File: src/include/yolo_params.svh
`ifndef YOLO_PARAMS_SVH
`define YOLO_PARAMS_SVH

// cpu port
`define YOLO_ADDR_W      32
`define YOLO_DATA_W      32

// native read and write databuses
`define YOLO_BUS_W       64
`define YOLO_MEM_ADDR_W  32
`define YOLO_LANES       4

// configuration registers, selected by addr[4:2]
`define YOLO_REG_RD_BASE 3'd0
`define YOLO_REG_WR_BASE 3'd1
`define YOLO_REG_GEOM    3'd2
`define YOLO_REG_COEF    3'd3
`define YOLO_REG_BIAS    3'd4

// command decode, top bit marks a command and the next one selects clear
`define YOLO_CMD_BIT     (`YOLO_ADDR_W-1)
`define YOLO_CLR_BIT     (`YOLO_ADDR_W-2)
`endif

File: src/verilog/yolo_pkg.sv
`include "yolo_params.svh"

package yolo_pkg;

   // one signed lane of a databus word and one signed coefficient
   typedef logic signed [15:0] lane_t;
   typedef logic signed [7:0]  coef_t;

   // geometry view of a configuration word
   typedef struct packed {
      logic [11:0] rsvd;
      logic [3:0]  shift;
      logic [15:0] count;
   } geom_t;

   // one cpu write word, seen as a base address or as geometry
   typedef union packed {
      logic [`YOLO_DATA_W-1:0] base;
      geom_t                   geom;
   } cfg_word_u;

   typedef struct packed {
      logic [`YOLO_MEM_ADDR_W-1:0] rd_base;
      logic [`YOLO_MEM_ADDR_W-1:0] wr_base;
      logic [15:0]                 count;
      logic [3:0]                  shift;
      coef_t [`YOLO_LANES-1:0]     coef;
      logic signed [31:0]          bias;
   } layer_cfg_t;

   // fetched word on its way to the datapath
   typedef struct packed {
      logic [`YOLO_BUS_W-1:0] word;
      logic                   last;
   } flow_t;

   typedef struct packed {
      lane_t value;
      logic  last;
   } result_t;

endpackage
File: src/verilog/cfg_decode.sv
`timescale 1ns/1ps
`include "yolo_params.svh"

module cfg_decode (
   input  logic                    clk,
   input  logic                    rst,
   input  logic                    valid,
   input  logic [`YOLO_ADDR_W-1:0] addr,
   input  logic [`YOLO_DATA_W-1:0] wdata,
   input  logic                    wstrb,
   output logic                    ready,
   output logic [`YOLO_DATA_W-1:0] rdata,
   input  logic                    done,
   output yolo_pkg::layer_cfg_t    cfg,
   output logic                    run,
   output logic                    clear
);
   import yolo_pkg::*;

   logic      cmd;
   logic      run_cmd;
   logic      clear_cmd;
   logic      reg_wr;
   logic      run_r0;
   logic      run_r1;
   logic      clear_r0;
   cfg_word_u word;

   // commands live in the upper address bits
   assign cmd       = valid & addr[`YOLO_CMD_BIT];
   assign run_cmd   = cmd & ~addr[`YOLO_CLR_BIT];
   assign clear_cmd = cmd & addr[`YOLO_CLR_BIT];
   assign reg_wr    = valid & wstrb & ~addr[`YOLO_CMD_BIT];
   assign word      = wdata;

   // command registered, then edge detected into a single run pulse
   always_ff @(posedge clk or posedge rst) begin
      if (rst) begin
         run_r0   <= 1'b0;
         run_r1   <= 1'b0;
         run      <= 1'b0;
         clear_r0 <= 1'b0;
         clear    <= 1'b0;
      end else begin
         run_r0   <= run_cmd;
         run_r1   <= run_r0;
         run      <= run_r0 & ~run_r1;
         clear_r0 <= clear_cmd;
         clear    <= clear_r0;
      end
   end

   always_ff @(posedge clk or posedge rst) begin
      if (rst) begin
         cfg <= '0;
      end else if (reg_wr) begin
         case (addr[4:2])
            `YOLO_REG_RD_BASE: cfg.rd_base <= word.base;
            `YOLO_REG_WR_BASE: cfg.wr_base <= word.base;
            `YOLO_REG_GEOM: begin
               cfg.count <= word.geom.count;
               cfg.shift <= word.geom.shift;
            end
            // lane i coefficient sits in byte i
            `YOLO_REG_COEF:    cfg.coef <= wdata;
            `YOLO_REG_BIAS:    cfg.bias <= wdata;
            default: ;
         endcase
      end
   end

   // status read returns only done
   assign rdata = {{(`YOLO_DATA_W-1){1'b0}}, done};
   assign ready = 1'b1;

endmodule

File: src/verilog/mac_datapath.sv
`timescale 1ns/1ps
`include "yolo_params.svh"

module mac_datapath (
   input  logic                 clk,
   input  logic                 rst,
   input  yolo_pkg::layer_cfg_t cfg,
   input  logic                 clear,
   input  yolo_pkg::flow_t      flow,
   input  logic                 flow_valid,
   output logic                 flow_ready,
   output yolo_pkg::result_t    res,
   output logic                 res_valid,
   input  logic                 res_ready
);
   import yolo_pkg::*;

   logic               advance;
   logic               s1_valid;
   logic               s1_last;
   logic signed [23:0] s1_prod [`YOLO_LANES];
   logic signed [33:0] acc;
   logic signed [33:0] shifted;
   logic signed [33:0] leaky;
   lane_t              sat;

   // both stages move together or freeze together
   assign advance    = res_ready | ~res_valid;
   assign flow_ready = advance;

   always_ff @(posedge clk or posedge rst) begin
      if (rst) begin
         s1_valid  <= 1'b0;
         res_valid <= 1'b0;
      end else if (clear) begin
         s1_valid  <= 1'b0;
         res_valid <= 1'b0;
      end else if (advance) begin
         s1_valid  <= flow_valid;
         res_valid <= s1_valid;
      end
   end

   // stage one, 16x8 signed lane products
   always_ff @(posedge clk) begin
      if (advance) begin
         for (int i = 0; i < `YOLO_LANES; i++) begin
            s1_prod[i] <= lane_t'(flow.word[16*i +: 16]) * cfg.coef[i];
         end
         s1_last <= flow.last;
      end
   end

   // stage two math, wide enough for bias plus four products
   always_comb begin
      acc = 34'(cfg.bias);
      for (int i = 0; i < `YOLO_LANES; i++) begin
         acc = acc + s1_prod[i];
      end
      shifted = acc >>> cfg.shift;
      // leaky relu, negative side divided by 8
      leaky = shifted[33] ? (shifted >>> 3) : shifted;
      if (leaky > 34'sd32767) begin
         sat = 16'sh7fff;
      end else if (leaky < -34'sd32768) begin
         sat = 16'sh8000;
      end else begin
         sat = leaky[15:0];
      end
   end

   always_ff @(posedge clk) begin
      if (advance) begin
         res.value <= sat;
         res.last  <= s1_last;
      end
   end

endmodule

File: src/verilog/result_store.sv
`timescale 1ns/1ps
`include "yolo_params.svh"

module result_store (
   input  logic                        clk,
   input  logic                        rst,
   input  yolo_pkg::layer_cfg_t        cfg,
   input  logic                        run,
   input  logic                        clear,
   input  yolo_pkg::result_t           res,
   input  logic                        res_valid,
   output logic                        res_ready,
   output logic                        wr_valid,
   output logic [`YOLO_MEM_ADDR_W-1:0] wr_addr,
   output logic [`YOLO_BUS_W-1:0]      wr_wdata,
   output logic [`YOLO_BUS_W/8-1:0]    wr_wstrb,
   input  logic                        wr_ready,
   output logic                        done
);

   logic last_q;
   logic accept;
   logic wr_done;

   // one slot, refilled in the cycle its write is taken
   assign res_ready = ~wr_valid | wr_ready;
   assign accept    = res_valid & res_ready;
   assign wr_done   = wr_valid & wr_ready;
   assign wr_wstrb  = '1;

   always_ff @(posedge clk or posedge rst) begin
      if (rst) begin
         wr_valid <= 1'b0;
         wr_addr  <= '0;
         done     <= 1'b0;
      end else if (clear) begin
         wr_valid <= 1'b0;
         done     <= 1'b0;
      end else begin
         if (run) begin
            wr_addr <= cfg.wr_base;
            // empty layer finishes at once
            done    <= (cfg.count == 16'd0);
         end else if (wr_done) begin
            wr_addr <= wr_addr + 1'b1;
            if (last_q) begin
               done <= 1'b1;
            end
         end
         if (accept) begin
            wr_valid <= 1'b1;
         end else if (wr_done) begin
            wr_valid <= 1'b0;
         end
      end
   end

   always_ff @(posedge clk) begin
      if (accept) begin
         wr_wdata <= {{(`YOLO_BUS_W-16){res.value[15]}}, res.value};
         last_q   <= res.last;
      end
   end

endmodule

File: src/verilog/vec_fetch.sv
`timescale 1ns/1ps
`include "yolo_params.svh"

module vec_fetch (
   input  logic                        clk,
   input  logic                        rst,
   input  yolo_pkg::layer_cfg_t        cfg,
   input  logic                        run,
   input  logic                        clear,
   output logic                        rd_valid,
   output logic [`YOLO_MEM_ADDR_W-1:0] rd_addr,
   input  logic [`YOLO_BUS_W-1:0]      rd_rdata,
   input  logic                        rd_ready,
   output yolo_pkg::flow_t             flow,
   output logic                        flow_valid,
   input  logic                        flow_ready
);

   logic                        busy;
   logic                        take;
   logic [15:0]                 remaining;
   logic [`YOLO_MEM_ADDR_W-1:0] addr_q;

   // request only while the datapath can take the word
   assign rd_valid = busy & flow_ready;
   assign rd_addr  = addr_q;
   assign take     = rd_valid & rd_ready;

   // returned word forwarded in the same cycle
   assign flow_valid = take;
   assign flow.word  = rd_rdata;
   assign flow.last  = (remaining == 16'd1);

   always_ff @(posedge clk or posedge rst) begin
      if (rst) begin
         busy      <= 1'b0;
         remaining <= '0;
         addr_q    <= '0;
      end else if (clear) begin
         busy      <= 1'b0;
         remaining <= '0;
      end else if (run) begin
         // zero count never goes busy
         busy      <= (cfg.count != 16'd0);
         remaining <= cfg.count;
         addr_q    <= cfg.rd_base;
      end else if (take) begin
         addr_q    <= addr_q + 1'b1;
         remaining <= remaining - 16'd1;
         if (remaining == 16'd1) begin
            busy <= 1'b0;
         end
      end
   end

endmodule

File: src/verilog/yolo_accel.sv
`timescale 1ns/1ps
`include "yolo_params.svh"

module yolo_accel (
   input  logic                        clk,
   input  logic                        rst,
   // cpu port
   input  logic                        valid,
   input  logic [`YOLO_ADDR_W-1:0]     addr,
   input  logic [`YOLO_DATA_W-1:0]     wdata,
   input  logic                        wstrb,
   output logic                        ready,
   output logic [`YOLO_DATA_W-1:0]     rdata,
   // read databus
   output logic                        rd_valid,
   output logic [`YOLO_MEM_ADDR_W-1:0] rd_addr,
   input  logic [`YOLO_BUS_W-1:0]      rd_rdata,
   input  logic                        rd_ready,
   // write databus
   output logic                        wr_valid,
   output logic [`YOLO_MEM_ADDR_W-1:0] wr_addr,
   output logic [`YOLO_BUS_W-1:0]      wr_wdata,
   output logic [`YOLO_BUS_W/8-1:0]    wr_wstrb,
   input  logic                        wr_ready
);
   import yolo_pkg::*;

   layer_cfg_t cfg;
   flow_t      flow;
   result_t    res;
   logic       run, clear, done;
   logic       flow_valid, flow_ready;
   logic       res_valid, res_ready;

   cfg_decode u_decode (
      .clk(clk), .rst(rst), .valid(valid), .addr(addr), .wdata(wdata),
      .wstrb(wstrb), .ready(ready), .rdata(rdata), .done(done),
      .cfg(cfg), .run(run), .clear(clear)
   );

   vec_fetch u_fetch (
      .clk(clk), .rst(rst), .cfg(cfg), .run(run), .clear(clear),
      .rd_valid(rd_valid), .rd_addr(rd_addr), .rd_rdata(rd_rdata), .rd_ready(rd_ready),
      .flow(flow), .flow_valid(flow_valid), .flow_ready(flow_ready)
   );

   mac_datapath u_mac (
      .clk(clk), .rst(rst), .cfg(cfg), .clear(clear),
      .flow(flow), .flow_valid(flow_valid), .flow_ready(flow_ready),
      .res(res), .res_valid(res_valid), .res_ready(res_ready)
   );

   result_store u_store (
      .clk(clk), .rst(rst), .cfg(cfg), .run(run), .clear(clear),
      .res(res), .res_valid(res_valid), .res_ready(res_ready),
      .wr_valid(wr_valid), .wr_addr(wr_addr), .wr_wdata(wr_wdata),
      .wr_wstrb(wr_wstrb), .wr_ready(wr_ready), .done(done)
   );

endmodule

File: config.mk
export PLATFORM = sky130hd
export DESIGN_NAME = yolo_accel
export DESIGN_NICKNAME = d
export VERILOG_FILES = /design/src/verilog/yolo_pkg.sv /design/src/verilog/cfg_decode.sv /design/src/verilog/mac_datapath.sv /design/src/verilog/result_store.sv /design/src/verilog/vec_fetch.sv /design/src/verilog/yolo_accel.sv
export VERILOG_INCLUDE_DIRS = /design/src /design/src/include
export SDC_FILE = /design/constraint.sdc
export NUM_CORES = 2
export LEC_CHECK = 0
export ABC_AREA = 1
export BUFFER_PORTS_ARGS = -buffer_cell sky130_fd_sc_hd__buf_2
export CAP_MARGIN = 25
export CORE_UTILIZATION = 61
export DETAILED_ROUTE_END_ITERATION = 6
export MAX_ROUTING_LAYER = met4
export PLACE_DENSITY = 0.78
export SETUP_SLACK_MARGIN = 0.02
export SLEW_MARGIN = 20
export SYNTH_ARGS = -nofsm -noshare
export SYNTH_HDL_FRONTEND = slang
export SYNTH_SLANG_ARGS = --single-unit
File: constraint.sdc
create_clock -name clk -period 24.5 [get_ports clk]
set_input_delay 4.9 -clock clk [delete_from_list [all_inputs] [get_ports clk]]
set_output_delay 4.9 -clock clk [all_outputs]
set_load 0.05 [all_outputs]
==> reports/summary.md <==
After Yosys synthesis, full adders, half adders and majority gates account for 31.3% of the synthesized area. The tools report the clock sink count as 369. The average cell area after synthesis is 7.92 µm², and the placer congestion estimate is 0.947. The tree is rooted in a clkbuf_16. Setup violations remaining at the end of the flow were counted as 0. The post-detailed-placement half-perimeter wirelength was 80200 µm. Via count of the first global-routing pass: 32831. Once the clock tree was built, the setup fixing pass inserted 0 buffers. The gate count of the mapped netlist came out at 5216. The run gives 0 as the total count of max-transition violations in the final report. By area the synthesized netlist is led by fa_1 (25%), dfrtp_1 (14%), inv_1 (11%).

The slowest stage of the critical path is the inv_4 cell. The share of layout cells above drive strength 1 is 8.89%. For the core area, the log shows 67000 µm². For flop-to-flop paths, the worst setup slack is 18.32 ns. For the worst setup path, the data required time is 19.60 ns. Summed over all nets, wire length on met3 after detailed routing comes to 6240 µm. Multiplexer cells account for 0.145% of the synthesized area.

Summed over all layers, the global routing overflow is 0. Largest delay contributor family on the critical path: buffers and inverters. For this block, the initial DRC count from the detailed router was 3057.

The run gives 23.9% as the proportion of synthesized chip area in sequential cells. By instance count, the leading cell after synthesis is inv_1. The synthesized netlist contains 55 unique library cells. The number of buffer and inverter stages on the critical path came out at 5. The share of synthesized flip-flops with an asynchronous set or reset was 64.5%. TritonCTS built the clock tree. Detailed routing placed a total of 49800 µm of wire on met2.

Summing over every cut layer, the via total after detailed routing is 33017. Counting I/O delays and the setup requirement, the final critical path takes 11.17 ns. The run gives 1 as the count of unresolved DRC violations after routing.

By count the netlist is led by inv_1 (1265), nand2_1 (1175), fa_1 (509). Summed over all instances, the cell type with the most area after synthesis is fa_1. Global routing consumed, over all layers together, 31.4% of the routing resources. The largest stage delay on the critical path is 0.49 ns, and the per-cell routed wire length is 16.4 µm.

The antenna violation net count after detailed routing is 0, and the die outline height is 262 µm. The tools report the synthesis warning total as 0. The area growth from synthesis to layout is 6.19%. The tools report the finished layout cell area as 43900 µm². Clock-pin slew was measured on the worst setup and hold paths at 0.06 ns. The final layout contains 6105 nets. The endpoint class of the critical path is an output pin. Entering global routing, the biggest net connects 101 pins. The min-delay analysis places its worst path in the category reg2reg. Setup repair after global routing left no endpoint under its margin.

The actual slew at the worst max-slew pin was 0.954 ns. The checks that failed: design-rule violations. The number of placed instances, taps included, is 6071.

The remaining max-slew budget at the tightest pin was 36.3%. After synthesis the cells add up to 41300 µm². The post-route fraction of the period consumed by the critical path was 45.6%; the post-synthesis xor/xnor area fraction was 3.20%. In this run, synthesis produced a sequential element count of 369. Along the worst path, the maximum fanout reaches 45. Port buffering added 237 buffers.

The setup TNS is 0 ns, and the detailed-route wire length is 101000 µm. The share of the synthesized area in the top cell type is 24.7%. Walking the worst path, the cells encountered are buf_2 > inv_1 > nand2_1 > nor2_1 > inv_4 > nand2_1 > inv_1 > buf_2.

The tools report the count of maximum capacitance violations as 0. Clock buffer count from CTS: 41. In this run the deepest clock path goes through 3 buffers. The sequential cells in the finished layout cover a total of 9890 µm². The number of antenna violations at the first check in global routing was 7; the detailed-route wire length on metal 1 was 41800 µm. The initial utilization of the core area, before any placement, comes to 61.6%.

After Yosys synthesis, and, or, nand and nor cells account for 18.7% of the synthesized area. The critical path in this run is classified as in2out. After detailed routing, no signal wire sits above met4.

After clock tree synthesis, the flow added hold-fix buffers numbering 0. For the number of filler instances in the final layout, the log shows 5648. The number of hold violations in the final report is 0, and the die outline width is 262 µm.

The H-tree level count was 2; the area of the die was 68700 µm². Once placement finished, the instance area stood at 42300 µm². For the wire length of the first global-routing pass, the log shows 166000 µm. Timing would allow up to 89.5 MHz. The area used by multi-input combinational logic was 25200 µm². After synthesis, the largest family of logic cells by area is adder cells.

STA puts the critical path data arrival time at 6.27 ns. The pre-antenna-repair detailed-routing pass consisted of 7 iterations. For the worst-skew pair, the clock arrives at the later sink with an insertion delay of 0.59 ns. The flow ran to the end, but the final reports show violations.

305 I/O pins were placed. Summing the areas of all compound-gate instances in the mapped netlist gives 7.37% of the synthesized area. Counting flops with a built-in enable in the synthesized netlist gives 131. The most instantiated flip-flop cell in the synthesis netlist was dfrtp_1.

Average vias per placed instance: 5.36. The tools report the critical path startpoint category as a primary input. The floorplan has 95 rows. The setup clock skew after layout is 0.0194 ns, and the post-route non-filler standard cell count is 6156.

In this run, post-CTS repair resized a total of 0 instances. Cells fill 65.4% of the core in the end.
-- flip-flops by register name (all words and copies together), names as in the netlist --
| signal | flops |
|---|---|
| u_store.wr_valid | 1 |
| u_decode.run_r0 | 1 |
| u_store.last_q | 1 |
| u_fetch.remaining | 16 |
| u_mac.s1_valid | 1 |
| u_fetch.rd_addr | 32 |
| u_mac.res_valid | 1 |
| u_decode.run | 1 |
| u_decode.cfg | 148 |
| u_decode.clear | 1 |
| u_store.wr_wdata | 16 |
| u_mac.s1_last | 1 |
| u_decode.clear_r0 | 1 |
| u_store.wr_addr | 32 |
| u_mac.res | 17 |
| u_store.done | 1 |
| u_decode.run_r1 | 1 |
| u_mac.s1_prod | 96 |
| u_fetch.busy | 1 |
-- final cells by class --
| type | count | share of cell area, % |
|---|---|---|
| clock inverter | 26 | 0.765 |
| sequential | 369 | 22.6 |
| tap | 873 | 2.49 |
| timing repair buffer | 256 | 3.11 |
| antenna | 7 | 0.0399 |
| clock buffer | 49 | 2.52 |
| multi-input combinational | 3300 | 57.6 |
| inverter | 1276 | 10.9 |
-- stage by stage --
step,hold slack [ns],worst slack (ns)
floorplan,0.331,11.76
global placement,0.346,13.33
detailed placement,0.336,13.29
CTS,0.362,13.29
global route,0.368,13.20
finish,0.363,13.33
-- routing by layer --
layer / up-vias / track usage [%]
met5: - / -
met4: 0 / 11.1
met3: 187 / 3.07
met2: 1151 / 52.0
met1: 16015 / 40.2
li1: 15664 / -
-- path summary, 6_finish.rpt --
check                                              from                        endpoint  depth (start not counted)
hold reg to reg             u_decode.clear_r0$_DFF_PP0_        u_decode.clear$_DFF_PP0_                          0
max in group asynchronous                           rst   u_decode.cfg[105]$_DFFE_PP0P_                          4
min in group asynchronous                           rst    u_decode.cfg[39]$_DFFE_PP0P_                          2
hold / removal              u_decode.clear_r0$_DFF_PP0_        u_decode.clear$_DFF_PP0_                          0
setup reg to reg           u_decode.cfg[50]$_DFFE_PP0P_  u_mac.s1_prod[2][23]$_DFFE_PN_                         20
setup / recovery                               wr_ready                        rd_valid                          8
-- cell usage in the layout, fill, tap and decap left out, types with 11 or more instances in the layout --
cell type	instances
inv_1	1263
nand2_1	1175
fa_1	509
o21ai_0	305
nand3_1	259
buf_2	237
dfrtp_1	237
ha_1	218
nor2_1	161
edfxtp_1	131
a21oi_1	129
xor2_1	104
or2_2	70
xnor2_1	47
nand2_2	42
clkbuf_16	42
o22ai_1	40
conb_1	40
nor4_1	32
nor3_1	28
o211ai_1	24
nand4_1	22
buf_4	15
a31oi_1	11
-- kinds of logic after synthesis --
kind of cell	Yosys count
DFF	369
AOI/OAI and AO/OA	560
muxes	6
xor gates and xnor gates	151
other	2
buffers and inverters	1585
and+or+nand+nor	1816
adders and majority gates	727
Power is not shown: default switching activity piles up to over one toggle a cycle in this logic, so the estimate is an artifact.
